**src/hdl/adc_pkg.sv**
```systemverilog
package adc_pkg;

    // ------------------------------------------------------------
    // ADC side geometry
    // ------------------------------------------------------------

    // two bits of every sample per lane, even then odd
    localparam int N_LANES  = 7;   // data lanes per channel
    localparam int SAMPLE_W = 14;  // bits per channel sample

    // per-lane delay setting, whole clk cycles
    localparam int DELAY_W  = 2;   // 0 .. 3 cycles

    // one rebuilt channel sample, lane i gives bits 2i and 2i+1
    typedef logic [SAMPLE_W-1:0] sample_t;

    // one channel's lane vector, bit i is lane i
    typedef logic [N_LANES-1:0] lane_t;

endpackage

```
**src/hdl/bus_pkg.sv**
```systemverilog
package bus_pkg;

    // ------------------------------------------------------------
    // register bus widths
    // ------------------------------------------------------------

    localparam int ADDR_W = 8;   // request address
    localparam int DATA_W = 32;  // write and read data

    // ------------------------------------------------------------
    // sfr map, region bit clear
    // ------------------------------------------------------------

    localparam logic [1:0] REG_PAIR0      = 2'd0;  // ping-pong slot 0
    localparam logic [1:0] REG_PAIR1      = 2'd1;  // ping-pong slot 1
    localparam logic [1:0] REG_FRAME_RATE = 2'd2;  // frames per gate window
    // index 3 is not mapped and reads zero

    // sfr view of an address word
    typedef struct packed {
        logic              region;  // 0 here
        logic [ADDR_W-4:0] unused;
        logic [1:0]        index;   // register index
    } sfr_addr_t;

    // delay view of an address word
    typedef struct packed {
        logic              region;  // 1 here
        logic [ADDR_W-6:0] unused;
        logic              chan;    // 0 = channel A, 1 = channel B
        logic [2:0]        lane;    // lane index, 7 is not a lane
    } delay_addr_t;

    // one address word, two decodes
    // region bit is the msb in both views, so either can test it
    typedef union packed {
        sfr_addr_t   sfr;
        delay_addr_t dly;
    } reg_addr_u;

endpackage

```
**src/hdl/adc_capture_if.sv**
```systemverilog
`timescale 1ns/1ps

// ------------------------------------------------------------
// delay settings, decode -> capture
// ------------------------------------------------------------
interface lane_cfg_if import adc_pkg::*; ();

    // static values, no handshake
    logic [N_LANES-1:0][DELAY_W-1:0] delay_a;  // one per channel A lane
    logic [N_LANES-1:0][DELAY_W-1:0] delay_b;  // one per channel B lane

    modport source (
        output delay_a,
        output delay_b
    );

    modport sink (
        input delay_a,
        input delay_b
    );

endinterface

// ------------------------------------------------------------
// captured samples, capture -> monitor
// ------------------------------------------------------------
interface sample_if import adc_pkg::*; ();

    logic    valid;       // one-cycle pulse per sample pair
    sample_t sample_a;    // held until next valid
    sample_t sample_b;
    logic    frame_seen;  // one pulse per frame-lane high cycle

    modport source (
        output valid,
        output sample_a,
        output sample_b,
        output frame_seen
    );

    // no ready, the monitor takes every pair
    modport sink (
        input valid,
        input sample_a,
        input sample_b,
        input frame_seen
    );

endinterface

```
**src/hdl/reg_decode.sv**
```systemverilog
`timescale 1ns/1ps

module reg_decode import adc_pkg::*, bus_pkg::*; (
    input  logic               clk,
    input  logic               reset,
    input  logic               req_valid,
    input  logic               req_write,
    input  reg_addr_u          req_addr,
    input  logic [DATA_W-1:0]  req_wdata,
    output logic               rd_pulse,     // read request this cycle
    output logic [1:0]         rd_index,     // sfr index of the read
    output logic               delay_sel,    // read targets the delay region
    output logic [DELAY_W-1:0] delay_rdata,  // addressed delay setting
    output logic               resp_valid,
    lane_cfg_if.source         cfg
);

    // [0] = channel A, [1] = channel B
    logic [1:0][N_LANES-1:0][DELAY_W-1:0] delay_q;

    logic lane_ok;   // lane index names a real lane
    logic wr_delay;  // write into the delay region

    // ------------------------------------------------------------
    // request decode
    // ------------------------------------------------------------

    assign lane_ok  = (req_addr.dly.lane < 3'(N_LANES));
    assign wr_delay = req_valid && req_write && req_addr.dly.region && lane_ok;

    // read side goes straight to the monitor, which registers the word
    // so data lines up with resp_valid one cycle after the request
    assign rd_pulse  = req_valid && !req_write;
    assign rd_index  = req_addr.sfr.index;
    assign delay_sel = req_addr.sfr.region;  // same bit as dly.region

    always_comb begin
        delay_rdata = '0;  // lane 7 reads back zero
        if (lane_ok) begin
            delay_rdata = delay_q[req_addr.dly.chan][req_addr.dly.lane];
        end
    end

    // ------------------------------------------------------------
    // delay registers
    // ------------------------------------------------------------

    always_ff @(posedge clk) begin
        if (reset) begin
            delay_q <= '0;  // all lanes undelayed
        end else if (wr_delay) begin
            // only the low bits of the write word matter
            delay_q[req_addr.dly.chan][req_addr.dly.lane] <= req_wdata[DELAY_W-1:0];
        end
    end

    assign cfg.delay_a = delay_q[0];  // capture sees it the cycle after the write
    assign cfg.delay_b = delay_q[1];

    // ------------------------------------------------------------
    // response strobe
    // ------------------------------------------------------------

    // every request answered, reads and writes alike
    always_ff @(posedge clk) begin
        if (reset) begin
            resp_valid <= 1'b0;
        end else begin
            resp_valid <= req_valid;
        end
    end

endmodule

```
**src/hdl/lane_capture.sv**
```systemverilog
`timescale 1ns/1ps

module lane_capture import adc_pkg::*; (
    input  logic     clk,
    input  logic     reset,
    input  lane_t    lane_a,
    input  lane_t    lane_b,
    input  logic     frame,  // high in the even-bit cycle
    lane_cfg_if.sink cfg,
    sample_if.source smp
);

    // one history stage per nonzero delay
    localparam int HIST_D = 2**DELAY_W - 1;

    // channels side by side, [0] = A, [1] = B
    lane_t                           lanes  [2];
    logic [N_LANES-1:0][DELAY_W-1:0] dly    [2];
    logic [N_LANES-1:0][HIST_D-1:0]  hist   [2];  // bit 0 is one cycle old
    lane_t                           tapped [2];  // lane bits after delay
    lane_t                           even_q [2];  // even bits of the pending sample
    sample_t                         joined [2];  // even and odd bits merged
    logic                            odd_cycle;   // cycle after frame

    assign lanes[0] = lane_a;
    assign lanes[1] = lane_b;
    assign dly[0]   = cfg.delay_a;
    assign dly[1]   = cfg.delay_b;

    // ------------------------------------------------------------
    // per-lane delay lines
    // ------------------------------------------------------------

    always_ff @(posedge clk) begin
        for (int ch = 0; ch < 2; ch++) begin
            for (int i = 0; i < N_LANES; i++) begin
                hist[ch][i] <= {hist[ch][i][HIST_D-2:0], lanes[ch][i]};
            end
        end
    end

    // delay d picks the bit from d cycles back, d = 0 is the live lane
    always_comb begin
        logic [HIST_D:0] taps;
        for (int ch = 0; ch < 2; ch++) begin
            for (int i = 0; i < N_LANES; i++) begin
                taps = {hist[ch][i], lanes[ch][i]};
                tapped[ch][i] = taps[dly[ch][i]];
            end
        end
    end

    // ------------------------------------------------------------
    // DDR deinterleave
    // ------------------------------------------------------------

    // even bits held from the frame cycle
    always_ff @(posedge clk) begin
        if (frame) begin
            even_q[0] <= tapped[0];
            even_q[1] <= tapped[1];
        end
    end

    // lane i -> bits 2i (even) and 2i+1 (odd, live this cycle)
    always_comb begin
        for (int ch = 0; ch < 2; ch++) begin
            for (int i = 0; i < N_LANES; i++) begin
                joined[ch][2*i]   = even_q[ch][i];
                joined[ch][2*i+1] = tapped[ch][i];
            end
        end
    end

    // ------------------------------------------------------------
    // sample output
    // ------------------------------------------------------------

    always_ff @(posedge clk) begin
        if (reset) begin
            odd_cycle      <= 1'b0;
            smp.valid      <= 1'b0;
            smp.frame_seen <= 1'b0;
        end else begin
            odd_cycle      <= frame;
            smp.valid      <= odd_cycle;  // one cycle after the odd bits
            smp.frame_seen <= frame;      // rate counter input
        end
    end

    // output words hold between pulses, so the next pair
    // assembles in even_q while this one is still visible
    always_ff @(posedge clk) begin
        if (reset) begin
            smp.sample_a <= '0;
            smp.sample_b <= '0;
        end else if (odd_cycle) begin
            smp.sample_a <= joined[0];
            smp.sample_b <= joined[1];
        end
    end

endmodule

```
**src/hdl/capture_monitor.sv**
```systemverilog
`timescale 1ns/1ps

module capture_monitor import adc_pkg::*, bus_pkg::*; #(
    parameter int GATE_CYCLES = 256  // power of two, 16 .. 4096
) (
    input  logic               clk,
    input  logic               reset,
    sample_if.sink             smp,
    input  logic               rd_pulse,
    input  logic [1:0]         rd_index,
    input  logic               delay_sel,
    input  logic [DELAY_W-1:0] delay_rdata,
    output logic [DATA_W-1:0]  resp_rdata
);

    localparam int GATE_W = $clog2(GATE_CYCLES);
    localparam int CNT_W  = GATE_W + 1;       // up to one frame per cycle
    localparam int HALF_W = DATA_W / 2;       // channel B starts here

    logic [1:0][2*SAMPLE_W-1:0] slot;         // {sample_b, sample_a} per slot
    logic                       ptr;          // next slot to write
    logic [GATE_W-1:0]          gate_cnt;
    logic [CNT_W-1:0]           frame_cnt;    // frames in the running window
    logic [CNT_W-1:0]           rate_q;       // frames in the last full window
    logic                       window_end;
    logic [DATA_W-1:0]          rd_word;

    // ------------------------------------------------------------
    // ping-pong sample slots
    // ------------------------------------------------------------

    always_ff @(posedge clk) begin
        if (reset) begin
            slot <= '0;
            ptr  <= 1'b0;
        end else if (smp.valid) begin
            slot[ptr] <= {smp.sample_b, smp.sample_a};
            ptr       <= ~ptr;  // alternate slots
        end
    end

    // ------------------------------------------------------------
    // frame-rate counter
    // ------------------------------------------------------------

    assign window_end = (gate_cnt == GATE_W'(GATE_CYCLES - 1));

    always_ff @(posedge clk) begin
        if (reset) begin
            gate_cnt  <= '0;
            frame_cnt <= '0;
            rate_q    <= '0;  // reads zero until the first window closes
        end else begin
            gate_cnt <= gate_cnt + 1'b1;  // wraps at GATE_CYCLES
            if (window_end) begin
                // last cycle of the window still counts
                rate_q    <= frame_cnt + CNT_W'(smp.frame_seen);
                frame_cnt <= '0;
            end else begin
                frame_cnt <= frame_cnt + CNT_W'(smp.frame_seen);
            end
        end
    end

    // ------------------------------------------------------------
    // read data
    // ------------------------------------------------------------

    always_comb begin
        rd_word = '0;
        if (delay_sel) begin
            rd_word[DELAY_W-1:0] = delay_rdata;  // zero-extended
        end else begin
            case (rd_index)
                REG_PAIR0, REG_PAIR1: begin
                    // A in the low half, B in the high half
                    rd_word[SAMPLE_W-1:0]        = slot[rd_index[0]][SAMPLE_W-1:0];
                    rd_word[HALF_W +: SAMPLE_W]  = slot[rd_index[0]][SAMPLE_W +: SAMPLE_W];
                end
                REG_FRAME_RATE: rd_word[CNT_W-1:0] = rate_q;
                default:        rd_word = '0;  // index 3
            endcase
        end
    end

    // word lands with resp_valid, one cycle after the request
    always_ff @(posedge clk) begin
        if (reset) begin
            resp_rdata <= '0;
        end else if (rd_pulse) begin
            resp_rdata <= rd_word;
        end
    end

endmodule

```
**src/hdl/adc_capture_top.sv**
```systemverilog
`timescale 1ns/1ps

module adc_capture_top import adc_pkg::*, bus_pkg::*; #(
    parameter int GATE_CYCLES = 256  // rate gate window, clk cycles
) (
    input  logic              clk,
    input  logic              reset,
    // ADC lanes, single-ended and aligned to clk
    input  lane_t             lane_a,
    input  lane_t             lane_b,
    input  logic              frame,
    // rebuilt samples
    output logic              sample_valid,
    output sample_t           sample_a,
    output sample_t           sample_b,
    // register bus
    input  logic              req_valid,
    input  logic              req_write,
    input  logic [ADDR_W-1:0] req_addr,
    input  logic [DATA_W-1:0] req_wdata,
    output logic              resp_valid,
    output logic [DATA_W-1:0] resp_rdata
);

    lane_cfg_if cfg_if ();
    sample_if   smp_if ();

    logic               rd_pulse;
    logic [1:0]         rd_index;
    logic               delay_sel;
    logic [DELAY_W-1:0] delay_rdata;

    // ------------------------------------------------------------
    // decode, capture, monitor
    // ------------------------------------------------------------

    reg_decode decode_i (
        .clk         (clk),
        .reset       (reset),
        .req_valid   (req_valid),
        .req_write   (req_write),
        .req_addr    (req_addr),    // seen as reg_addr_u inside
        .req_wdata   (req_wdata),
        .rd_pulse    (rd_pulse),
        .rd_index    (rd_index),
        .delay_sel   (delay_sel),
        .delay_rdata (delay_rdata),
        .resp_valid  (resp_valid),
        .cfg         (cfg_if.source)
    );

    lane_capture capture_i (
        .clk    (clk),
        .reset  (reset),
        .lane_a (lane_a),
        .lane_b (lane_b),
        .frame  (frame),
        .cfg    (cfg_if.sink),
        .smp    (smp_if.source)
    );

    capture_monitor #(
        .GATE_CYCLES (GATE_CYCLES)
    ) monitor_i (
        .clk         (clk),
        .reset       (reset),
        .smp         (smp_if.sink),
        .rd_pulse    (rd_pulse),
        .rd_index    (rd_index),
        .delay_sel   (delay_sel),
        .delay_rdata (delay_rdata),
        .resp_rdata  (resp_rdata)
    );

    // sample outputs straight off the capture stage
    assign sample_valid = smp_if.valid;
    assign sample_a     = smp_if.sample_a;
    assign sample_b     = smp_if.sample_b;

endmodule

```
**config.mk**
```make
export PLATFORM = sky130hd
export DESIGN_NAME = adc_capture_top
export DESIGN_NICKNAME = d
export VERILOG_FILES = /design/src/hdl/adc_pkg.sv /design/src/hdl/bus_pkg.sv /design/src/hdl/adc_capture_if.sv /design/src/hdl/reg_decode.sv /design/src/hdl/lane_capture.sv /design/src/hdl/capture_monitor.sv /design/src/hdl/adc_capture_top.sv
export SDC_FILE = /design/constraint.sdc
export NUM_CORES = 1
export LEC_CHECK = 0
export BUFFER_PORTS_ARGS = -buffer_cell sky130_fd_sc_hd__clkbuf_2
export CORE_MARGIN = 5
export CORE_UTILIZATION = 54
export DETAILED_ROUTE_END_ITERATION = 10
export HOLD_SLACK_MARGIN = 0.03
export PLACE_DENSITY = 0.76
export SYNTH_ARGS = -nofsm -noshare
export SYNTH_HDL_FRONTEND = slang
export SYNTH_SLANG_ARGS = --single-unit
```
**constraint.sdc**
```tcl
create_clock -name clk -period 2.3 [get_ports clk]
set_input_delay 0.46 -clock clk [delete_from_list [all_inputs] [get_ports clk]]
set_output_delay 0.46 -clock clk [all_outputs]
set_load 0.005 [all_outputs]
```
Yosys cells after proc, flatten, opt, wreduce, memory -nomap -nowiden
Memory sizes are Yosys's and may differ from the RTL's. A register that Yosys moved wholly into a read port is not among the register bits. Index checks and enable logic that the tools add are counted.

Flip-flop bits (word level): 174. Bits in writable memories: 56. Bits of input ports: 59. Output and inout port bits: 62. Word-level logic and storage cells: 117. Memories kept: 2.

$add $sub $neg: 2. $lt $le $gt $ge: 22. Eq/ne operators: 3. Muxes and demuxes: 50. Bitwise gates (word level): 1. Reductions and logical operators: 11.

Memories: capture_i.hist (depth 2, bits a word 21, rd ports 2, clocked after Yosys merged registers in 0, wr ports 2, line lane_capture.sv:19) `logic [N_LANES-1:0][HIST_D-1:0] hist [2];`; capture_i.even_q (depth 2, bits a word 7, rd ports 2, clocked after Yosys merged registers in 2, wr ports 2, line lane_capture.sv:21) `lane_t even_q [2];`.

Operator list (count): two-way mux 28 bit (4); bitwise mux 56 bit (1); two-way mux 14 bit (4); < comparator 2 x 3 -> 1 bit (second input constant) (14); binary-select mux 1 bit (select 2 bit) (14); bitwise mux 28 bit (1); demux 28 bit (select 1 bit) (1); case mux 9 bit (2 select lines) (1); two-way mux 1 bit (16); demux 14 bit (select 1 bit) (1); adder 9 x 1 -> 9 bit (1); adder 8 x 1 -> 8 bit (second input constant) (1); == test 8 bit (second input constant) (1); two-way mux 2 bit (4); logical AND 1 bit (7); binary-select mux 2 bit (select 3 bit) (1); demux 2 bit (select 3 bit) (1); < comparator 1 x 2 -> 1 bit (second input constant) (3); two-way mux 5 bit (1); < comparator 3 x 4 -> 1 bit (second input constant) (1); OR reduction 2 bit (2); >= comparator 3 x 1 -> 1 bit (second input constant) (1); < comparator 3 bit (second input constant) (1); == test 2 x 1 -> 1 bit (second input constant) (1); other kinds (5) (6).

Depth between registers and ports, before layout
Gate-level depths: netlist (run 1).

Depth in word-level cells: 7. Gate-level depth with buffers: 6. Gate-level depth less buffers: 6.

By module
A second synthesis (run 1) with hierarchy kept.

Cell total of the unflattened synthesis: 884. Area total of the unflattened synthesis: 9162.5 um^2.

Modules (own cells, without submodules): capture_monitor (times used 1, cells each 496, area an instance 4361.7 um^2, seq. area each 2222.1 um^2); lane_capture (times used 1, cells each 226, area an instance 3134.3 um^2, seq. area each 1861.8 um^2); reg_decode (times used 1, cells each 162, area an instance 1666.6 um^2, seq. area each 580.6 um^2).

Worst setup path after synthesis (run 1)
Ideal clock, no wire load.

Path kind: input -> register. From: in req_addr[3]. To: reg monitor_i.resp_rdata[0]. Library setup time: 0.134 ns. Data arrival time: 1.419 ns. Data required time: 2.166 ns. Setup slack: 0.748 ns. Stages on the path: 6. Buffers on the path: 2. Path through: buf_2 buf_6 mux2i_1 o22ai_1 nor4_1 o22ai_1.

Word-level cells in the longest chain between the ends: 6.

Ends and longest elaborated chain: start, declared (line adc_capture_top.sv:19) `input logic [ADDR_W-1:0] req_addr,`; two-way mux 14 bit (not written as such) (2 in a row) (line reg_decode.sv:40) `delay_rdata = delay_q[req_addr.dly.chan][req_addr.dly.lane];`; binary-select mux 2 bit (select 3 bit) (line reg_decode.sv:40); two-way mux 2 bit (not written as such) (line reg_decode.sv:40); two-way mux 2 bit (line reg_decode.sv:39) `if (lane_ok) begin`; two-way mux 2 bit (line capture_monitor.sv:71) `if (delay_sel) begin`; end signal, assigned (line capture_monitor.sv:91) `resp_rdata <= rd_word;`; end, declared (line capture_monitor.sv:13) `output logic [DATA_W-1:0] resp_rdata`.

No other way between the ends. The select of a mux whose other input is x is not followed. A chain may end at the register's enable or synchronous reset.

Worst setup path in the final report (run 1)
From: reg monitor_i.gate_cnt[0]. To: reg monitor_i.rate_q[0].

Word-level cells in the longest chain between the ends: 1.

Ends and longest elaborated chain: start, declared (line capture_monitor.sv:22) `logic [GATE_W-1:0] gate_cnt;`; start signal, assigned (line capture_monitor.sv:54) `gate_cnt <= gate_cnt + 1'b1;`; == test 8 bit (line capture_monitor.sv:46) `assign window_end = (gate_cnt == GATE_W'(GATE_CYCLES - 1));`; end signal, assigned (line capture_monitor.sv:57) `rate_q <= frame_cnt + CNT_W'(smp.frame_seen);`; end, declared (line capture_monitor.sv:24) `logic [CNT_W-1:0] rate_q;`.

No other way between the ends.

==> flow_metrics.tcl, run 1 <==
set metrics [dict create \
    fmax_ghz 0.6230 \
    leakagePower_nw 3.730 \
    critPathRequiredTime_ns 2.74 \
    synthDistinctLibCells 43 \
    regToRegEndpoint "monitor_i.rate_q[0]" \
    cp-end-kind "flop" \
    ys_async_sr_fraction 0 \
    clock_sinks 226 \
    grt_pass1_wl_microns 30190 \
    h-tree-depth 1 \
    cp_slowest_cell "nor2_1" \
    via_per_inst 5.583 \
    slew_viol_final 0 \
    startpoint_type "flop" \
    synth_seq_cells 226 \
    reg2reg_setup_slack_ns 0.69 \
    layout.nets 942 \
    nFillCells 1236 \
    grt_overflow_total 0 \
    clockBufferDepth 3 \
    clock_skew_ns 0.005952 \
    wirelength_microns 18430 \
    p_per_area_nw_per_um2 865.5 \
    place_congestion 0.7888 \
    critical_path_class "flop to flop" \
    synth_area_per_cell_sq_um 10.29 \
    critical_path_depth 5 \
    antenna_cells 0 \
    path_clk_slew_ns 0.06 \
    r2r_start "monitor_i.gate_cnt[0]" \
    die_area_sq_um 18000 \
    grt_usage 0.2041 \
    fin_crit_sh 0.6979 \
    yosys_warnings 0 \
    finalSetupTns_ns 0 \
    critPathCapture "monitor_i.rate_q[0]" \
    hp-class "primary input to flop" \
    rr_worst_depth 5 \
    fin_crit_ns 1.605 \
    syn_inst 809 \
    critical-path-top-delay-family "simple AND/OR/NAND/NOR gates" \
    drt_iter0_drc 454 \
    antenna_found_initial 0 \
    holdBufCountCts 0 \
    worst_ep_arrival_time_ns 2.04 \
    rows 45 \
    slew_headroom 0.5475 \
    drc 0 \
    max_stage_delay_ns 0.52 \
    synth-edff-count 14 \
    dp_hpwl_microns 12260 \
    startpoint "monitor_i.gate_cnt[0]" \
    tightest_slew_ns 0.6762 \
    ios 121 \
    clock-root-buffer "clkbuf_16" \
    routedWlPerCell_microns 17.02 \
    area_growth_pct 15.72 \
    status "finished, final reports clean" \
    crit_buf_inv 0 \
    drv_cap 0 \
    synthFlopType "dfxtp_1" \
    holdWs_ns 0.08080 \
    cts_tree "done" \
    postCtsSetupBuffers 0 \
    ys_seq_area_frac 0.5603 \
    timing.critical_path.mode_cell "nor2_1" \
    clock_latency_ns 0.50 \
    start_util 0.5496 \
    portBuffers 83 \
    cp_cell_sequence "ha_1 -> nand3_1 -> nor2_1 -> nor2_1 -> a22o_1" \
    ir_drop_v 0.0004867 \
    numCtsBuffers 23 \
    ctsResizeCount 0 \
    grt_pass1_vias 5862 \
    die_h_microns 134.2 \
    netlist_area_sq_um 8324 \
    drive_above_1_share 0.2101 \
    ant_nets 0 \
    hold_viol 0 \
    grt_max_degree 72 \
    core_sq_um 15150 \
    die_w_microns 134.2 \
    first_pass_iters 7 \
    finalSetupViolCount 0 \
    rsz0062_at_grt "no" \
    crit_fanout 11 \
    vias 6046 \
]
per-layer routing:
metal / share of wire / track usage / wire length (microns) / vias up
met5: 0 / 0 / 0 / -
li1: - / - / - / 2948
met1: 0.46 / 0.2786 / 8400 / 2920
met2: 0.47 / 0.3391 / 8748 / 151
met4: 0.020 / 0.05147 / 377 / 0
met3: 0.049 / 0.03563 / 901 / 27
cell usage after synthesis (all sizes together) (4+ instances only):
master	count	area [sq um]
o2bb2ai	7	61.31
nor3	4	31.28
mux2i	50	500.5
nand3	8	40.04
nor2	90	337.8
nand2b	7	81.33
o21ai	22	110.1
nand2	138	518.0
dfxtp	212	4244
a22oi	19	142.6
buf	36	216.5
o22ai	8	50.05
edfxtp	14	420.4
mux4	14	315.3
clkbuf	19	71.32
a222oi	9	90.09
xnor2	6	52.55
a21oi	79	395.4
mux2	28	319.1
xor2	5	43.79
nor2b	5	31.28
or3	4	25.02
flip-flops by register name (all words and copies together) (netlist names), 8 cells and up:
signal                  cells
monitor_i.resp_rdata       28
capture_i.smp.sample_b     14
decode_i.cfg.delay_b       14
capture_i.smp.sample_a     14
monitor_i.rate_q            9
monitor_i.frame_cnt         9
monitor_i.slot             56
capture_i.hist             42
monitor_i.gate_cnt          8
capture_i.even_q           14
decode_i.cfg.delay_a       14
placed cells by master (no fill, tap or decap), types with 2 or more instances in the layout:
cell | netlist | layout
mux2_2 | 27 | 27
nand3b_1 | 3 | 3
buf_4 | 8 | 14
conb_1 | 1 | 4
clkinv_2 | 0 | 5
nor2_1 | 90 | 90
clkbuf_8 | 0 | 4
or3_1 | 4 | 4
and2_1 | 3 | 3
or3b_1 | 2 | 2
nand2_1 | 138 | 138
o22ai_1 | 8 | 8
a22oi_1 | 19 | 19
nor4_1 | 2 | 2
nand3_1 | 8 | 8
nand2b_1 | 2 | 2
nand2b_4 | 5 | 5
a222oi_1 | 9 | 9
xor2_1 | 5 | 5
ha_1 | 3 | 3
mux2i_1 | 50 | 50
xnor2_1 | 6 | 6
clkbuf_16 | 0 | 23
dfxtp_1 | 212 | 211
buf_12 | 0 | 2
nor3_1 | 3 | 3
o2bb2ai_1 | 7 | 7
a21oi_1 | 79 | 79
nand4_1 | 2 | 2
o21ai_0 | 22 | 22
clkbuf_1 | 19 | 3
bufinv_16 | 0 | 4
a22o_1 | 2 | 2
mux4_2 | 14 | 14
nor2b_1 | 5 | 4
edfxtp_1 | 14 | 14
clkbuf_2 | 0 | 82
stage by stage:
step                cell area (sq um)  utilization  instances  setup slack (ns)  power [mW]
finish                           9633       0.6360       1083            0.6949       8.337
detailed placement               8842       0.5838       1043            0.3804       4.566
global placement                 8842       0.5838       1043            0.3938       4.556
floorplan                        8335            -        812            0.7477       4.423
CTS                              9633       0.6360       1083            0.6966       8.406
global route                     9633       0.6360       1083            0.5584       8.616
worst reg2reg max path, cell delays in order (launching register included):
cell	delay [ns]
dfxtp_1	0.33
ha_1	0.26
nand3_1	0.14
nor2_1	0.06
nor2_1	0.52
a22o_1	0.25
logic make-up after synthesis:
group           share of synthesized area
compound gates                     0.1042
flops                              0.5603
other cells                     0.0004505
simple gates                       0.1481
xor+xnor                          0.01157
fa+ha+maj                        0.004510
buf+inv                           0.03457
mux                                0.1363
how the worst min path moves through the flow:
stage / cells past startpoint / start / endpoint / slack [ns]
floorplan: 0 / capture_i.hist[0][10] / capture_i.hist[0][11] / 0.33
CTS: 1 / lane_a[2] / capture_i.hist[0][6] / 0.07
finish: 1 / lane_a[5] / capture_i.hist[0][15] / 0.08
detailed placement: 0 / capture_i.hist[0][12] / capture_i.hist[0][13] / 0.33
global route: 1 / lane_a[2] / capture_i.hist[0][6] / 0.07
global placement: 0 / capture_i.hist[0][16] / capture_i.hist[0][17] / 0.33
layout make-up:
class                      instances  area [sq um]  share of cell area
timing repair buffer              98         555.5             0.05767
clock buffer                      30         641.9             0.06663
clock inverter                    10         148.9             0.01546
tap                              188         235.2             0.02442
multi-input combinational        531          3386              0.3515
sequential                       226          4666              0.4843
report_power, final:
part           total (mW)  switching (mW)  internal, mW  leakage, nW
clock network        3.85            1.45          2.40        0.393
registers            4.12          0.0632          4.05         1.87
logic               0.366           0.228         0.138         1.47
total                8.34            1.74          6.59         3.73
(Power assumes the default switching activity.)
==> run 2: changes to the inputs <==
clock period = 1.5 ns   (was 2.3 ns; I/O delays follow)
==> flow_metrics.tcl, run 2 (synthesized netlist as in run 1, its figures left out) <==
set metrics [dict create \
    status "finished, final reports clean" \
    ios 121 \
    critical-path-top-delay-family "flip-flops" \
    hold_viol 0 \
    whs_path_depth 2 \
    p_per_area_nw_per_um2 1243 \
    min_from "reset" \
    critPathRequiredTime_ns 1.20 \
    regToRegEndpoint "monitor_i.rate_q[8]" \
    drc 0 \
    path_clk_slew_ns 0.06 \
    startpoint_type "flop" \
    fmax_ghz 0.7132 \
    numCtsBuffers 23 \
    clock_latency_ns 0.50 \
    clock_skew_ns 0.01217 \
    ir_drop_v 0.0008954 \
    finalSetupViolCount 0 \
    clockBufferDepth 3 \
    regArea_sq_um 4666 \
    final_common_cell "dfxtp_1" \
    r2r_start "capture_i.smp.frame_seen" \
    top_register "monitor_i.slot" \
    area_growth_pct 19.15 \
    first_pass_iters 5 \
    antenna_cells 0 \
    die_h_microns 134.2 \
    cp_slowest_cell "dfxtp_1" \
    cp-end-kind "output port" \
    tightest_slew_ns 0.5207 \
    clock-root-buffer "clkbuf_16" \
    drive_above_1_share 0.2253 \
    cp_cell_sequence "clkbuf_2" \
    grt_overflow_total 0 \
    largest_register_ffs 56 \
    layout.nets 978 \
    leakagePower_nw 3.859 \
    reg2reg_setup_slack_ns 0.11 \
    fin_crit_ns 1.402 \
    multi_input_area_sq_um 3396 \
    place_congestion 0.7850 \
    start_util 0.5496 \
    total_power_mw 12.33 \
    die_w_microns 134.2 \
    grt_max_degree 58 \
    drt_iter0_drc 425 \
    core_sq_um 15150 \
    portBuffers 83 \
    routedWlPerCell_microns 16.50 \
    rsz0062_at_grt "no" \
    antenna_found_initial 0 \
    dp_hpwl_microns 12620 \
    die_area_sq_um 18000 \
    via_per_inst 5.477 \
    grt_pass1_wl_microns 30320 \
    stdcell_area_sq_um 9918 \
    ant_nets 0 \
    worst_ep_arrival_time_ns 1.10 \
    rr_worst_depth 6 \
    grt_pass1_vias 5877 \
    wirelength_microns 18480 \
    max_stage_delay_ns 0.45 \
    nFillCells 1185 \
    final_cell_mix "dfxtp_1 (211), nand2_1 (138), nor2_1 (89)" \
    grt_usage 0.2045 \
    dpl_cell_area_sq_um 9045 \
    vias 6134 \
    critical_path_class "flop to output port" \
    fin_crit_sh 0.9348 \
    crit_buf_inv 1 \
    crit_fanout 4 \
    reg_top3 "monitor_i.slot x56, capture_i.hist x42, monitor_i.resp_rdata x28" \
    hold-path-endpoint "monitor_i.resp_rdata[5]" \
    drv_cap 0 \
    cts_tree "done" \
    rows 45 \
    hp-class "primary input to flop" \
    clock_sinks 226 \
    slew_viol_final 0 \
    slew_headroom 0.6529 \
    h-tree-depth 1 \
]
[run 2: cell count changes in the layout (fill, tap and decap cells not counted), sizes merged]
cell,before,now
buf,16,38
inv,0,1
clkinvlp,0,1
bufinv,4,0
dlygate4sd3,0,14
clkinv,6,1
clkbuf,112,120
[run 2: metrics by stage]
| stage | setup slack [ns] | hold slack [ns] | util | TNS, ns | instances |
|---|---|---|---|---|---|
| after floorplan | 0.1077 | 0.3259 | - | 0 | 812 |
| after global placement | -0.09064 | 0.3279 | 0.5972 | -1.366 | 1065 |
| after detailed placement | -0.1107 | 0.3347 | 0.5972 | -2.093 | 1065 |
| after CTS | 0.04200 | 0.1357 | 0.6542 | 0 | 1120 |
| after global routing | 0.005690 | 0.1498 | 0.6549 | 0 | 1120 |
| final | 0.09781 | 0.1484 | 0.6549 | 0 | 1120 |
[run 2: how the worst max path moves through the flow]
| stage | from | to | slack [ns] | cells past startpoint |
|---|---|---|---|---|
| floorplan | req_addr[3] | monitor_i.resp_rdata[0] | 0.11 | 6 |
| global placement | req_addr[0] | monitor_i.resp_rdata[1] | -0.09 | 5 |
| detailed placement | req_addr[0] | monitor_i.resp_rdata[1] | -0.11 | 5 |
| CTS | capture_i.smp.frame_seen | monitor_i.rate_q[8] | 0.04 | 6 |
| global route | capture_i.smp.frame_seen | monitor_i.rate_q[8] | 0.006 | 6 |
| finish | capture_i.smp.sample_a[4] | sample_a[4] | 0.1 | 1 |
[run 2: cell type report]
type	instances	area share
clock inverters	3	0.002145
clock buffers	38	0.07077
flip-flops and latches	226	0.4704
repair buffers	134	0.09058
multi-input cells	531	0.3424
well taps	188	0.02372
[run 2: report_power, final]
part	internal [mW]	leakage [nW]	switching, mW
Combinational	0.270	1.64	0.359
Clock	3.18	0.352	2.21
Sequential	6.22	1.87	0.0972
[run 2: layer usage]
layer	wire length [microns]	GRT usage	up-vias
met5	0	0	-
met4	264	0.04468	0
met2	9000	0.3503	169
met3	1022	0.03713	25
li1	-	-	3017
met1	8190	0.2723	2923
[run 2: what timing repair did]
item / CTS / global route
resized for setup: 0 / 3
endpoints found under the setup margin: 0 / 7
hold endpoints to repair: 14 / 0
hold buffers: 14 / 0
buffers inserted: 0 / 0
